===== src/design/cache_pkg.sv =====
// cache_pkg: address split widths, data typedefs and controller state enum
package cache_pkg;

  // address and data widths
  localparam int ADDR_BITS  = 64;
  localparam int LINE_BYTES = 64;
  localparam int WORD_BITS  = 64;

  // 1536 bytes / 64-byte lines / 3 ways
  localparam int NUM_SETS = 8;

  // address split, tag | set | offset
  localparam int OFFSET_BITS = $clog2(LINE_BYTES);
  localparam int SET_BITS    = $clog2(NUM_SETS);
  localparam int TAG_BITS    = ADDR_BITS - SET_BITS - OFFSET_BITS;

  typedef logic [ADDR_BITS-1:0]    addr_t;
  typedef logic [WORD_BITS-1:0]    word_t;
  typedef logic [LINE_BYTES*8-1:0] line_t;
  typedef logic [TAG_BITS-1:0]     tag_t;
  typedef logic [SET_BITS-1:0]     set_t;
  typedef logic [OFFSET_BITS-1:0]  offset_t;  // byte offset, words are 8-byte aligned

  // controller states
  typedef enum logic [2:0] {
    IDLE,           // wait for flush, fill or request
    LOOKUP,         // tag compare, pick next step
    READ_MISS_REQ,  // line read to lower level
    EVICT,          // dirty victim write-back
    INSTALL,        // tag and data write
    RESPOND,        // read-hit word to higher level
    FLUSH           // drop all tags
  } cache_state_t;

endpackage


===== src/design/victim_select.sv =====
// victim_select: per-set round-robin replacement pointer
`timescale 1ns/10ps

module victim_select import cache_pkg::*; #(
  parameter int NUM_WAYS = 3
) (
  input  logic                        clk_in,
  input  logic                        rst_N_in,
  input  set_t                        set,
  input  logic                        advance,     // step pointer of this set
  output logic [$clog2(NUM_WAYS)-1:0] victim_way
);

  localparam int WAY_BITS = $clog2(NUM_WAYS);
  typedef logic [WAY_BITS-1:0] way_idx_t;

  way_idx_t ptr_q [NUM_SETS];  // one pointer per set

  assign victim_way = ptr_q[set];

  // flush leaves the pointers alone
  always_ff @(posedge clk_in) begin
    if (!rst_N_in) begin
      ptr_q <= '{default: '0};
    end else if (advance) begin
      if (ptr_q[set] == way_idx_t'(NUM_WAYS - 1)) ptr_q[set] <= '0;  // wrap
      else ptr_q[set] <= ptr_q[set] + 1'b1;
    end
  end

endmodule


===== config.mk =====
export PLATFORM = sky130hd
export DESIGN_NAME = victim_select
export DESIGN_NICKNAME = d
export VERILOG_FILES = /design/src/design/cache_pkg.sv /design/src/design/victim_select.sv
export SDC_FILE = /design/constraint.sdc
export NUM_CORES = 1
export LEC_CHECK = 0
export ABC_AREA = 0
export ABC_CLOCK_PERIOD_IN_PS = 5550
export BUFFER_PORTS_ARGS = -buffer_cell sky130_fd_sc_hd__buf_2
export CAP_MARGIN = 5
export CORE_AREA = 2 2 43 45
export DETAILED_ROUTE_END_ITERATION = 16
export DIE_AREA = 0 0 45 47
export GPL_TIMING_DRIVEN = 0
export PLACE_DENSITY_LB_ADDON = 0.3
export SYNTH_ARGS = -nofsm -noshare
export SYNTH_HDL_FRONTEND = slang
export SYNTH_SLANG_ARGS = --single-unit

===== constraint.sdc =====
create_clock -name clk_in -period 5.55 [get_ports clk_in]
set_input_delay 0.555 -clock clk_in [delete_from_list [all_inputs] [get_ports clk_in]]
set_output_delay 0.555 -clock clk_in [all_outputs]
set_load 0.02 [all_outputs]

### Word level (Yosys, flattened, before mapping)

Index checks and enable logic that the tools add are counted.

| word-level totals | value |
|---|---|
| register bits | 16 |
| output and inout port bits | 2 |
| logic and storage cells | 23 |

| operators by class | value |
|---|---|
| $add $sub $neg | 1 |
| order comparisons | 2 |
| equal/unequal tests | 1 |
| multiplexer cells | 7 |
| bitwise gates (word level) | 3 |
| reductions and logical operators | 1 |

Operator list:

| kind | number |
|---|---|
| AND 16 bit | 1 |
| bitwise mux 16 bit | 1 |
| two-way mux 16 bit | 1 |
| NOT 16 bit | 1 |
| binary-select mux 2 bit (select 3 bit) | 1 |
| demux 2 bit (select 3 bit) | 1 |
| two-way mux 2 bit | 3 |
| greater-or-equal comparator 4 bit, second input constant | 1 |
| less-than comparator 4 x 1 -> 1 bit, second input constant | 1 |
| NOT 3 -> 4 bit | 1 |
| adder 2 x 1 -> 2 bit, second input constant | 1 |
| equality test 2 bit, second input constant | 1 |
| logical AND 1 bit | 1 |

### Depth between registers and ports, before layout

Gate-level depths: netlist (run 1).

| logic depth | value |
|---|---|
| depth in word-level cells | 8 |
| depth in mapped cells | 10 |
| depth with buffers taken out | 7 |

### Worst setup path before layout (run 1)

OpenSTA, ideal clock, no wires.

| path | value |
|---|---|
| path kind | input-to-reg |
| from | input set[2] |
| to | register ptr_q[11] in the netlist's numbering |
| library setup time | 0.065 ns |
| arrival time | 2.399 ns |
| required time | 5.485 ns |
| slack | 3.086 ns |
| stages | 10 |
| buffers on the path | 3 |
| path through | buf_6 -> buf_6 -> mux2_1 -> nand3b_1 -> nand4_1 -> ha_1 -> clkbuf_1 -> nor2_1 -> mux2i_1 -> nor2b_1 |

| on the way | value |
|---|---|
| elaborated cells on any way between the ends | 15 |

RTL lines:

| what | line | source |
|---|---|---|
| start: declaration | victim_select.sv:9 | `input set_t set,` |
| NOT 3 -> 4 bit (*) | - |  |
| binary-select mux 2 bit (select 3 bit) (*) | - |  |
| two-way mux 2 bit (*) (2 in series) | - |  |
| net victim_way[1] | victim_select.sv:11 | `output logic [$clog2(NUM_WAYS)-1:0] victim_way` |
| adder 2 x 1 -> 2 bit | victim_select.sv:27 | `else ptr_q[set] <= ptr_q[set] + 1'b1;` |
| bitwise mux 16 bit | victim_select.sv:27 |  |
| two-way mux 16 bit (*) | victim_select.sv:26 | `if (ptr_q[set] == way_idx_t'(NUM_WAYS - 1)) ptr_q[set] <= '0;` |
| end signal: indexed assignment | victim_select.sv:27 |  |
| end: declaration | victim_select.sv:17 | `way_idx_t ptr_q [NUM_SETS];` |

Mark *: on every way through the listed nets, which the timed path passes. The rest lies on a longest branch. The select of a mux whose other input is x is not followed.
A chain may end at the register's enable or synchronous reset.

### Worst setup path after layout (run 1)

| path | value |
|---|---|
| from | input set[1] |
| to | register ptr_q[3] in the netlist's numbering |

| on the way | value |
|---|---|
| word-level cells in the longest chain between the ends | 8 |
| elaborated cells on any way between the ends | 15 |

RTL lines:

| what | line |
|---|---|
| NOT 3 -> 4 bit (not written as such) (*) | victim_select.sv:26, victim_select.sv:27 |
| greater-or-equal comparator 4 bit (not written as such) / less-than comparator 4 x 1 -> 1 bit (equally long branches) | victim_select.sv:26, victim_select.sv:27 |
| logical AND 1 bit (not written as such) | victim_select.sv:26, victim_select.sv:27 |
| two-way mux 2 bit (not written as such) | victim_select.sv:26, victim_select.sv:27 |
| demux 2 bit (select 3 bit) | victim_select.sv:26, victim_select.sv:27 |
| NOT 16 bit (no line) | - |
| AND 16 bit (no line) | - |
| two-way mux 16 bit (*) | victim_select.sv:26 |

Every way passes the cells marked *; elsewhere a longest branch is shown, timed or not. The select of a mux whose other input is x is not followed.

==> summary.md, run 1 <==
| Metric | Value |
|---|---|
| Status | completed |
| Initial antenna violation count | 0 |
| Hold slack | 476 ps |
| Comb pwr share | 12.1% |
| Dpl hpwl | 1.17 mm |
| Chip width | 45 microns |
| Die Span Y | 47 microns |
| Final Hold Vio Count | 0 |
| Max VDD drop | 0.166 mV |
| H-tree levels | 1 |
| Crit path cell chain | buf_6, buf_2, and3b_1, o21ai_0, nand4_1, ha_1, clkbuf_1, nor2_1, mux2i_1, nor2b_1 |
| Sequential power share | 53.2% |
| Yosys top cell by area | dfxtp_1 |
| GRT Residual Overflow | 0 |
| Worst setup SP type | input pin |
| DR WL met3 | 57 microns |
| Postcts setup bufs | 0 |
| Top post-synthesis cells by area | dfxtp_1, mux2i_1, nor2b_1, buf_6, and4bb_1 |
| Post-synthesis sequential area ratio | 34.1% |
| CP Class | input pin to flop |
| Reg-to-reg startpoint | ptr_q[14]$_SDFFE_PN0P_ |
| Worst slew pin tran | 521 ps |
| YS warnings | 0 |
| Top layer in use | met4 |
| Area delta synth->final | 8.27% |
| Synthesized Nets | 102 |
| DRT Wirelength | 1.62 mm |
| Largest net degree at the start of global routing | 11 |
| Worst Hold Path Cells | 2 |
| R2R depth | 8 |
| Metal-1 WL | 816 microns |
| Input/output buffers | 4 |
| Int Power | 170 uW |
| Starting density of the core | 56.8% |
| Num CTS Buffers | 3 |
| Sink Count | 16 |
| Share of cells above drive strength 1 | 14.6% |
| Clock transition at path regs | 90 ps |
| Reg2reg end | ptr_q[3]$_SDFFE_PN0P_ |
| Net Switching | 52.6 uW |
| WL/cell | 13.5 microns |
| Clock power frac | 34.7% |
| Vias | 687 |
| Clock insertion delay at the later pin of the skew report | 290 ps |
| N_diodes | 0 |
| Final nets | 111 |
| Number of global-route vias before repair | 629 |
| Antenna-violating nets left | 0 |
| Largest registers | ptr_q x16 |
| CTS resizes | 0 |
| Period utilization | 41.5% |
| Clk buf depth | 2 |
| R2r setup slk | 3480 ps |
| Worst min path class | flop to flop |
| DR vias/cell | 5.73 |
| Hold buffers post-CTS | 0 |
| Fmax | 0.434 GHz |
| RSZ-0062 raised after global routing | no |
| Min-delay src | ptr_q[8]$_SDFFE_PN0P_ |
| Initial DRC Count | 9 |
| Final setup fails | 0 |
| PwrDens | 220 nW/um^2 |
| Routability Congestion | 0.817 |
| Post-Place Cells | 116 |
| Clock Tree Root | clkbuf_4 |
| Hold Path End | ptr_q[8]$_SDFFE_PN0P_ |
| CP Max Fanout | 10 |
| Worst Clk Skew | 1.11 ps |
| Worst Path Required | 5780 ps |
| Pins Over Slew Limit | 0 |
| Largest Register | ptr_q |
| Max cap viols | 0 |
| Slowest cell on crit path | nor2_1 |
| Yosys top cell area share | 34.1% |
| Drt drc | 0 |
| Met2 wire length | 725 microns |
| LEAKAGE | 0.409 nW |
| Global-route wire length before repair | 2.79 mm |
| Io pins | 8 |
| Largest register FFs | 16 |
| Non-Filler Instances | 120 |
| Synth Area per Inst | 9.88 sq um |
| Slew headroom | 65.1% |
| Cells after synthesis | 95 |
| TritonCTS clock tree | done |
| Yosys reg bits | 16 |
| Minimum clock period | 2300 ps |
| Post-synth cell types | 26 |
| First drt pass iteration count | 4 |
| GR Util All Layers | 18.7% |
| Die area | 2120 sq um |
| Core ar. | 1650 sq um |
| Switch share | 23.6% |
| Post-Syn Area | 938 sq um |
| CP Capture Type | flop |
| Worst Path Arrival | 2530 ps |
| Critical Path Max Stage Delay | 470 ps |
| Final setup TNS | 0 ps |
| Row cnt | 15 |
-- layout by cell type, fill, tap and decap left out, types with 3 or more instances in the layout --
master	netlist	layout
nand2_1	4	4
dfxtp_1	16	16
nor2b_1	12	12
clkbuf_4	0	3
mux2i_1	16	16
buf_2	1	5
buf_6	4	4
nand4b_1	4	4
and4bb_1	3	3
o21ai_0	3	3
nor2_1	5	5
or3_1	5	5
a21boi_1	4	4
-- how the worst max path moves through the flow --
stage | from | to | slack, ps | cells past startpoint
6_report | set[1] | ptr_q[3]$_SDFFE_PN0P_ | 3250 | 10
5_1_grt | set[1] | ptr_q[3]$_SDFFE_PN0P_ | 3090 | 10
4_1_cts | set[1] | ptr_q[3]$_SDFFE_PN0P_ | 3280 | 10
3_5_place_dp | set[2] | ptr_q[11]$_SDFFE_PN0P_ | 2990 | 10
3_3_place_gp | set[2] | ptr_q[11]$_SDFFE_PN0P_ | 3010 | 10
2_1_floorplan | set[2] | ptr_q[11]$_SDFFE_PN0P_ | 3090 | 10
-- stage by stage --
stage          area, sq um  util, %  total power, mW  setup WS (ps)
2_1_floorplan          938        -            0.142           3090
3_3_place_gp           980     59.3            0.148           3010
3_5_place_dp           980     59.3            0.148           2990
4_1_cts               1020     61.5            0.225           3280
5_1_grt               1020     61.5            0.233           3090
6_report              1020     61.5            0.223           3250
-- routing by layer --
metal  track usage [%]  up-vias
li1                  -      360
met1              23.4      309
met2              29.1       13
met3              6.15        5
met4              8.82        0
met5                 0        -
-- cell type report --
type	instances	area, sq um
sequential	16	320
buffer	8	65.1
tap	17	21.3
fill	146	636
multi-input combinational	71	553
timing repair buffer	4	20.0
clock buffer	4	36.3
-- worst max-delay path, delay by kind of cell --
kind            cells  cell delay [ps]
compound gates      1              150
fa+ha+maj           1              200
buf+inv             3              530
mux                 1              160
simple gates        4              940
-- power groups by stage --
stage	Clock [mW]	Sequential (mW)	Combinational, mW
floorplan	0	0.121	0.0216
global placement	0	0.121	0.0266
detailed placement	0	0.121	0.0270
CTS	0.0797	0.119	0.0271
global route	0.0839	0.119	0.0297
finish	0.0773	0.119	0.0270
-- synth_stat cells --
library cell / instances
nor4b_4: 1
a21boi_1: 4
buf_4: 1
ha_1: 1
clkbuf_1: 2
a211o_1: 1
o31ai_1: 1
buf_2: 1
and4bb_1: 3
nor2_1: 5
buf_6: 4
mux2_1: 1
nand4b_1: 4
nand3b_1: 1
nand2_1: 4
dfxtp_1: 16
nor2b_1: 12
and3_1: 1
or3_1: 5
and3b_1: 2
a211oi_1: 1
nor3b_1: 2
nand3_1: 1
o21ai_0: 3
mux2i_1: 16
nand4_1: 2
-- cells by family (layout without fill, tap and decap cells) --
group                    count (synthesis)  count (layout)  synth area share [%]
AO/OA/AOI/OAI                           10              10                  7.33
adder cells (fa/ha/maj)                  1               1                  1.33
multiplexers                            17              17                  18.3
AND/OR/NAND/NOR                         43              43                  32.0
flip-flops                              16              16                  34.1
buffers and inverters                    8              16                  6.93
(Power assumes the default switching activity.)
==> run 2: changes to the inputs <==
--- a/config.mk
+++ b/config.mk
@@ -6,12 +6,12 @@
 export NUM_CORES = 1
 export LEC_CHECK = 0
 export ABC_AREA = 0
-export ABC_CLOCK_PERIOD_IN_PS = 5550
+export ABC_CLOCK_PERIOD_IN_PS = 2040
 export BUFFER_PORTS_ARGS = -buffer_cell sky130_fd_sc_hd__buf_2
 export CAP_MARGIN = 5
-export CORE_AREA = 2 2 43 45
+export CORE_AREA = 2 2 46 48
 export DETAILED_ROUTE_END_ITERATION = 16
-export DIE_AREA = 0 0 45 47
+export DIE_AREA = 0 0 48 50
 export GPL_TIMING_DRIVEN = 0
 export PLACE_DENSITY_LB_ADDON = 0.3
 export SYNTH_ARGS = -nofsm -noshare
==> constraint.sdc (replaced) <==
create_clock -name clk_in -period 2.04 [get_ports clk_in]
set_input_delay 0.204 -clock clk_in [delete_from_list [all_inputs] [get_ports clk_in]]
set_output_delay 0.204 -clock clk_in [all_outputs]
set_load 0.02 [all_outputs]
==> summary.md, run 2 (synthesis gave the netlist of run 1 again) <==
| Metric | Value |
|---|---|
| Largest registers | ptr_q x16 (unchanged) |
| Largest net degree at the start of global routing | 11 (unchanged) |
| Final nets | 110 (was 111) |
| Reg2reg end | ptr_q[3]$_SDFFE_PN0P_ (unchanged) |
| Clock insertion delay at the later pin of the skew report | 280 ps (was 290 ps) |
| Sink Count | 16 (unchanged) |
| Worst Clk Skew | 1.06 ps (was 1.11 ps) |
| Largest register FFs | 16 (unchanged) |
| Final Hold Vio Count | 0 (unchanged) |
| Minimum clock period | 1850 ps |
| Largest Register | ptr_q (unchanged) |
| Slew headroom | 76.7% (was 65.1%) |
| First drt pass iteration count | 4 (unchanged) |
| Final setup fails | 0 (unchanged) |
| Io pins | 8 (unchanged) |
| Row cnt | 16 (was 15) |
| Fmax | 0.540 GHz |
| Status | completed (unchanged) |
| Period utilization | 90.8% |
| Clock Tree Root | clkbuf_4 (unchanged) |
| DRT Wirelength | 1.70 mm (was 1.62 mm) |
| Multi-input gate area | 558 sq um (was 553 sq um) |
| CTS resizes | 0 (unchanged) |
| Hold slack | 217 ps (was 476 ps) |
| Input/output buffers | 4 (unchanged) |
| Num CTS Buffers | 3 (unchanged) |
| Hold Path End | ptr_q[10]$_SDFFE_PN0P_ (was ptr_q[8]$_SDFFE_PN0P_) |
| CP Capture Type | flop (unchanged) |
| GRT Residual Overflow | 0 (unchanged) |
| Dpl hpwl | 1.30 mm (was 1.17 mm) |
| H-tree levels | 1 (unchanged) |
| Worst slew pin tran | 349 ps (was 521 ps) |
| Pins Over Slew Limit | 0 (unchanged) |
| DR vias/cell | 5.57 (was 5.73) |
| Global-route wire length before repair | 2.94 mm (was 2.79 mm) |
| Clock transition at path regs | 90 ps (about the same) |
| FF/Latch Area | 320 sq um (unchanged) |
| CP Class | flop to flop (was input pin to flop) |
| Postcts setup bufs | 0 (unchanged) |
| Routability Congestion | 0.749 (was 0.817) |
| Worst Hold Path Cells | 2 (unchanged) |
| Clock power frac | 29.1% (was 34.7%) |
| Die Span Y | 50 microns (was 47 microns) |
| Initial DRC Count | 4 (was 9) |
| Most used cell, CP | mux2i_1 |
| Fillers | 190 (was 146) |
| Net Switching | 137 uW (was 52.6 uW) |
| R2R depth | 7 (was 8) |
| Share of cells above drive strength 1 | 15.8% (was 14.6%) |
| Drt drc | 0 (unchanged) |
| Highest-count cells in the layout ignoring fill and taps | mux2i_1, dfxtp_1, nor2b_1 (unchanged) |
| Chip width | 48 microns (was 45 microns) |
| RSZ-0062 raised after global routing | no (unchanged) |
| R2r setup slk | 190 ps (was 3480 ps) |
| Worst Path Required | 2270 ps (was 5780 ps) |
| Core ar. | 1900 sq um (was 1650 sq um) |
| Final setup TNS | 0 ps (unchanged) |
| Min-delay src | rst_N_in (was ptr_q[8]$_SDFFE_PN0P_) |
| Int Power | 424 uW (was 170 uW) |
| LEAKAGE | 0.399 nW (was 0.409 nW) |
| WL/cell | 13.3 microns (was 13.5 microns) |
| PwrDens | 551 nW/um^2 (was 220 nW/um^2) |
| Switch share | 24.4% (was 23.6%) |
| Hold buffers post-CTS | 0 (unchanged) |
| Worst Path Buf+Inv | 0 (was 3) |
| Worst setup SP type | flop (was input pin) |
| Starting density of the core | 49.3% (was 56.8%) |
| Max cap viols | 0 (unchanged) |
| TritonCTS clock tree | done (unchanged) |
| Crit path cell chain | mux2i_1, o21ai_0, a211oi_1, ha_2, nor2_2, mux2i_1, nor2b_1 (was buf_6, buf_2, and3b_1, o21ai_0, nand4_1, ha_1, clkbuf_1, nor2_1, mux2i_1, nor2b_1) |
| Worst min path class | input pin to flop (was flop to flop) |
| GR Util All Layers | 17.4% (was 18.7%) |
| Clk buf depth | 2 (unchanged) |
| Number of global-route vias before repair | 669 (was 629) |
| Area delta synth->final | 8.27% (unchanged) |
| Crit-path leading delay family | compound AO/OA/AOI/OAI gates (was simple AND/OR/NAND/NOR gates) |
| Vias | 713 (was 687) |
| CP Max Fanout | 8 (was 10) |
| Worst Path Arrival | 2080 ps (was 2530 ps) |
| Comb pwr share | 13.4% (was 12.1%) |
| Antenna-violating nets left | 0 (unchanged) |
| Slowest cell on crit path | dfxtp_1 (was nor2_1) |
| Die area | 2400 sq um (was 2120 sq um) |
| Critical Path Max Stage Delay | 330 ps (was 470 ps) |
| N_diodes | 0 (unchanged) |
| Initial antenna violation count | 0 (unchanged) |
| Reg-to-reg startpoint | ptr_q[8]$_SDFFE_PN0P_ (was ptr_q[14]$_SDFFE_PN0P_) |
| Max VDD drop | 0.262 mV (was 0.166 mV) |
| Sequential power share | 57.6% (was 53.2%) |
## run 2: metrics by stage
stage / util, % / setup WS, ps / cells / cell area [sq um] / power (mW)
after CTS: 53.6 / 8.78 / 129 / 1020 / 0.567
after detailed placement: 52.4 / -108 / 126 / 997 / 0.405
after floorplan: - / 2.54 / 95 / 943 / 0.388
after global routing: 53.4 / 16.4 / 128 / 1020 / 0.591
after global placement: 52.4 / -49.8 / 126 / 997 / 0.403
final: 53.4 / 189 / 128 / 1020 / 0.560
## run 2: power by group through the flow
stage	clock network, mW	logic (mW)	registers (mW)
after floorplan	0	0.0593	0.329
after global placement	0	0.0732	0.330
after CTS	0.169	0.0754	0.323
after detailed placement	0	0.0754	0.330
after global routing	0.185	0.0823	0.324
final	0.163	0.0750	0.323
## run 2: worst max path at each step
stage                                     start                     end  slack (ps)  cells past startpoint
after floorplan                          set[2]   ptr_q[0]$_SDFFE_PN0P_           3                      9
after global placement                   set[2]  ptr_q[11]$_SDFFE_PN0P_         -50                     10
after detailed placement                 set[2]   ptr_q[3]$_SDFFE_PN0P_        -110                     10
after CTS                 ptr_q[8]$_SDFFE_PN0P_   ptr_q[3]$_SDFFE_PN0P_           9                      8
after global routing      ptr_q[8]$_SDFFE_PN0P_   ptr_q[3]$_SDFFE_PN0P_          20                      7
final                     ptr_q[8]$_SDFFE_PN0P_   ptr_q[3]$_SDFFE_PN0P_         190                      7
## run 2: final cells by class
| class | count | area share (%) |
|---|---|---|
| Buffer | 7 | 6.03 |
| Clock buffer | 3 | 2.22 |
| Multi-Input combinational cell | 71 | 54.9 |
| Sequential cell | 16 | 31.5 |
| Tap cell | 27 | 3.33 |
| Timing Repair Buffer | 4 | 1.97 |
## run 2: per-layer routing
layer | track usage [%] | vias up | share of wire [%]
met5 | 0 | - | 0
met4 | 9.46 | 0 | 2.9
met3 | 3.30 | 5 | 1.4
met2 | 27.6 | 9 | 48
met1 | 21.3 | 340 | 48
li1 | - | 359 | -
==> run 3: changes to the inputs <==
--- a/config.mk
+++ b/config.mk
@@ -9,9 +9,9 @@
 export ABC_CLOCK_PERIOD_IN_PS = 2040
 export BUFFER_PORTS_ARGS = -buffer_cell sky130_fd_sc_hd__buf_2
 export CAP_MARGIN = 5
-export CORE_AREA = 2 2 46 48
+export CORE_AREA = 2 2 55 57
 export DETAILED_ROUTE_END_ITERATION = 16
-export DIE_AREA = 0 0 48 50
+export DIE_AREA = 0 0 57 59
 export GPL_TIMING_DRIVEN = 0
 export PLACE_DENSITY_LB_ADDON = 0.3
 export SYNTH_ARGS = -nofsm -noshare
==> summary.md, run 3 (synthesis gave the netlist of run 1 again) <==
| Metric | Value |
|---|---|
| Highest-count cells in the layout ignoring fill and taps | mux2i_1, dfxtp_1, nor2b_1 (unchanged) |
| Period utilization | 88.1% (was 90.8%) |
| GRT busiest layer | met2 (unchanged) |
| Die Span Y | 59 microns (was 50 microns) |
| Worst Path Required | 2270 ps (about the same) |
| Clock Tree Root | clkbuf_4 (unchanged) |
| Drt drc | 0 (unchanged) |
| Fmax | 0.556 GHz (was 0.540 GHz) |
| Global-route wire length before repair | 3.08 mm (was 2.94 mm) |
| Non-Filler Instances | 132 (was 128) |
| Area delta synth->final | 8.80% (was 8.27%) |
| Largest net degree at the start of global routing | 11 (unchanged) |
| CTS resizes | 0 (unchanged) |
| Initial DRC Count | 7 (was 4) |
| Most used cell, CP | mux2i_1 (unchanged) |
| Row cnt | 19 (was 16) |
| CP Max Fanout | 8 (unchanged) |
| Num CTS Buffers | 3 (unchanged) |
| Multi-input gate area | 558 sq um (unchanged) |
| RSZ-0062 raised after global routing | no (unchanged) |
| Io pins | 8 (unchanged) |
| Crit-path leading delay family | compound AO/OA/AOI/OAI gates (unchanged) |
| Core ar. | 2710 sq um (was 1900 sq um) |
| N_diodes | 0 (unchanged) |
| Share of cells above drive strength 1 | 15.8% (unchanged) |
| Fillers | 297 (was 190) |
| Initial antenna violation count | 0 (unchanged) |
| Met1 usage | 14.0% (was 21.3%) |
| FF/Latch Area | 320 sq um (unchanged) |
| Chip width | 57 microns (was 48 microns) |
| DR vias/cell | 5.21 (was 5.57) |
| Routability Congestion | 0.783 (was 0.749) |
| Setup ws final | 242 ps (was 189 ps) |
| Final setup TNS | 0 ps (unchanged) |
| Worst Clk Skew | 1.01 ps (was 1.06 ps) |
| H-tree levels | 1 (unchanged) |
| Largest Register | ptr_q (unchanged) |
| M3 GR Usage | 2.84% (was 3.30%) |
| Layout Utilization | 37.7% (was 53.4%) |
| WL/cell | 13.7 microns (was 13.3 microns) |
| Clock insertion delay at the later pin of the skew report | 290 ps (was 280 ps) |
| Number of global-route vias before repair | 699 (was 669) |
| Final setup fails | 0 (unchanged) |
| Final nets | 110 (unchanged) |
| Crit path cell chain | mux2i_1, o21ai_0, a211oi_1, ha_2, nor2_2, mux2i_1, nor2b_1 (unchanged) |
| Status | completed (unchanged) |
| Sink Count | 16 (unchanged) |
| Starting density of the core | 34.6% (was 49.3%) |
| Minimum clock period | 1800 ps (was 1850 ps) |
| Post-Place Cells | 130 (was 126) |
| Antenna-violating nets left | 0 (unchanged) |
| GR Util All Layers | 12.1% (was 17.4%) |
| Worst Path Arrival | 2030 ps (was 2080 ps) |
| Largest register FFs | 16 (unchanged) |
| Largest registers | ptr_q x16 (unchanged) |
| Worst min path class | input pin to flop (unchanged) |
| DRT Wirelength | 1.80 mm (was 1.70 mm) |
| Slew headroom | 77.9% (was 76.7%) |
| Input/output buffers | 4 (unchanged) |
| Final Instance Area | 1020 sq um (about the same) |
| Met2 Track Usage GR | 20.7% (was 27.6%) |
| Worst Path Buf+Inv | 0 (unchanged) |
| Max VDD drop | 0.229 mV (was 0.262 mV) |
| First drt pass iteration count | 2 (was 4) |
| Pins Over Slew Limit | 0 (unchanged) |
| GRT Residual Overflow | 0 (unchanged) |
| Final Hold Vio Count | 0 (unchanged) |
| LEAKAGE | 0.399 nW (unchanged) |
| Worst slew pin tran | 332 ps (was 349 ps) |
| PwrDens | 557 nW/um^2 (was 551 nW/um^2) |
| Slowest cell on crit path | dfxtp_1 (unchanged) |
| TritonCTS clock tree | done (unchanged) |
| CP Capture Type | flop (unchanged) |
| Critical Path Max Stage Delay | 330 ps (about the same) |
| Dpl hpwl | 1.38 mm (was 1.30 mm) |
| Max cap viols | 0 (unchanged) |
| Vias | 688 (was 713) |
| CP Class | flop to flop (unchanged) |
| Clock transition at path regs | 90 ps (about the same) |
| Worst setup SP type | flop (unchanged) |
| Clk buf depth | 2 (unchanged) |
| Die area | 3360 sq um (was 2400 sq um) |
| Worst slack, placed | -61.8 ps (was -108 ps) |
| DP Area | 1000 sq um (was 997 sq um) |
-- run 3: metal layers --
layer  part of all wire (%)  wire length (microns)  vias to the layer above
li1                       -                      -                      355
met1                     49                    883                      323
met3                    2.5                     46                        5
met5                      0                      0                        -
met4                    2.3                     41                        0
met2                     46                    832                        5
-- run 3: cell type report --
| class | instances | share of cell area, % |
|---|---|---|
| Sequential cell | 16 | 31.4 |
| Buffer | 7 | 6.00 |
| Multi-Input combinational cell | 71 | 54.7 |
| Timing Repair Buffer | 4 | 1.96 |
| Tap cell | 31 | 3.80 |
| Clock buffer | 3 | 2.21 |
-- run 3: worst reg2reg max path, delay by kind of cell, from the launching register on --
family	cells	cell delay [ps]
compound gates	2	430
simple gates	2	380
flops	1	330
fa+ha+maj	1	330
mux	2	260
-- run 3: path summary, 6_finish.rpt --
check,slack [ps],end,cells past startpoint,from
worst min-delay path,220,ptr_q[12]$_SDFFE_PN0P_,2,rst_N_in
worst min register to register,470,ptr_q[8]$_SDFFE_PN0P_,2,ptr_q[8]$_SDFFE_PN0P_
worst max-delay path,240,ptr_q[15]$_SDFFE_PN0P_,7,ptr_q[8]$_SDFFE_PN0P_
worst max register to register,240,ptr_q[15]$_SDFFE_PN0P_,7,ptr_q[8]$_SDFFE_PN0P_
-- run 3: repair_timing --
item	in CTS	in global routing
endpoints found under the setup margin	0	9
hold endpoints to repair	0	0
setup buffers	0	0
hold buffers	0	0
-- run 3: power by group --
| group | leakage (nW) | switching (mW) | internal, mW |
|---|---|---|---|
| clock | 0.0138 | 0.101 | 0.0688 |
| sequential | 0.129 | 0.00428 | 0.319 |
| combinational | 0.256 | 0.0388 | 0.0366 |
-- run 3: per-stage QoR --
step | hold slack [ps] | power, mW
after floorplan | 332 | 0.388
after global placement | 453 | 0.404
after detailed placement | 465 | 0.406
after CTS | 221 | 0.572
after global routing | 226 | 0.588
final | 222 | 0.568
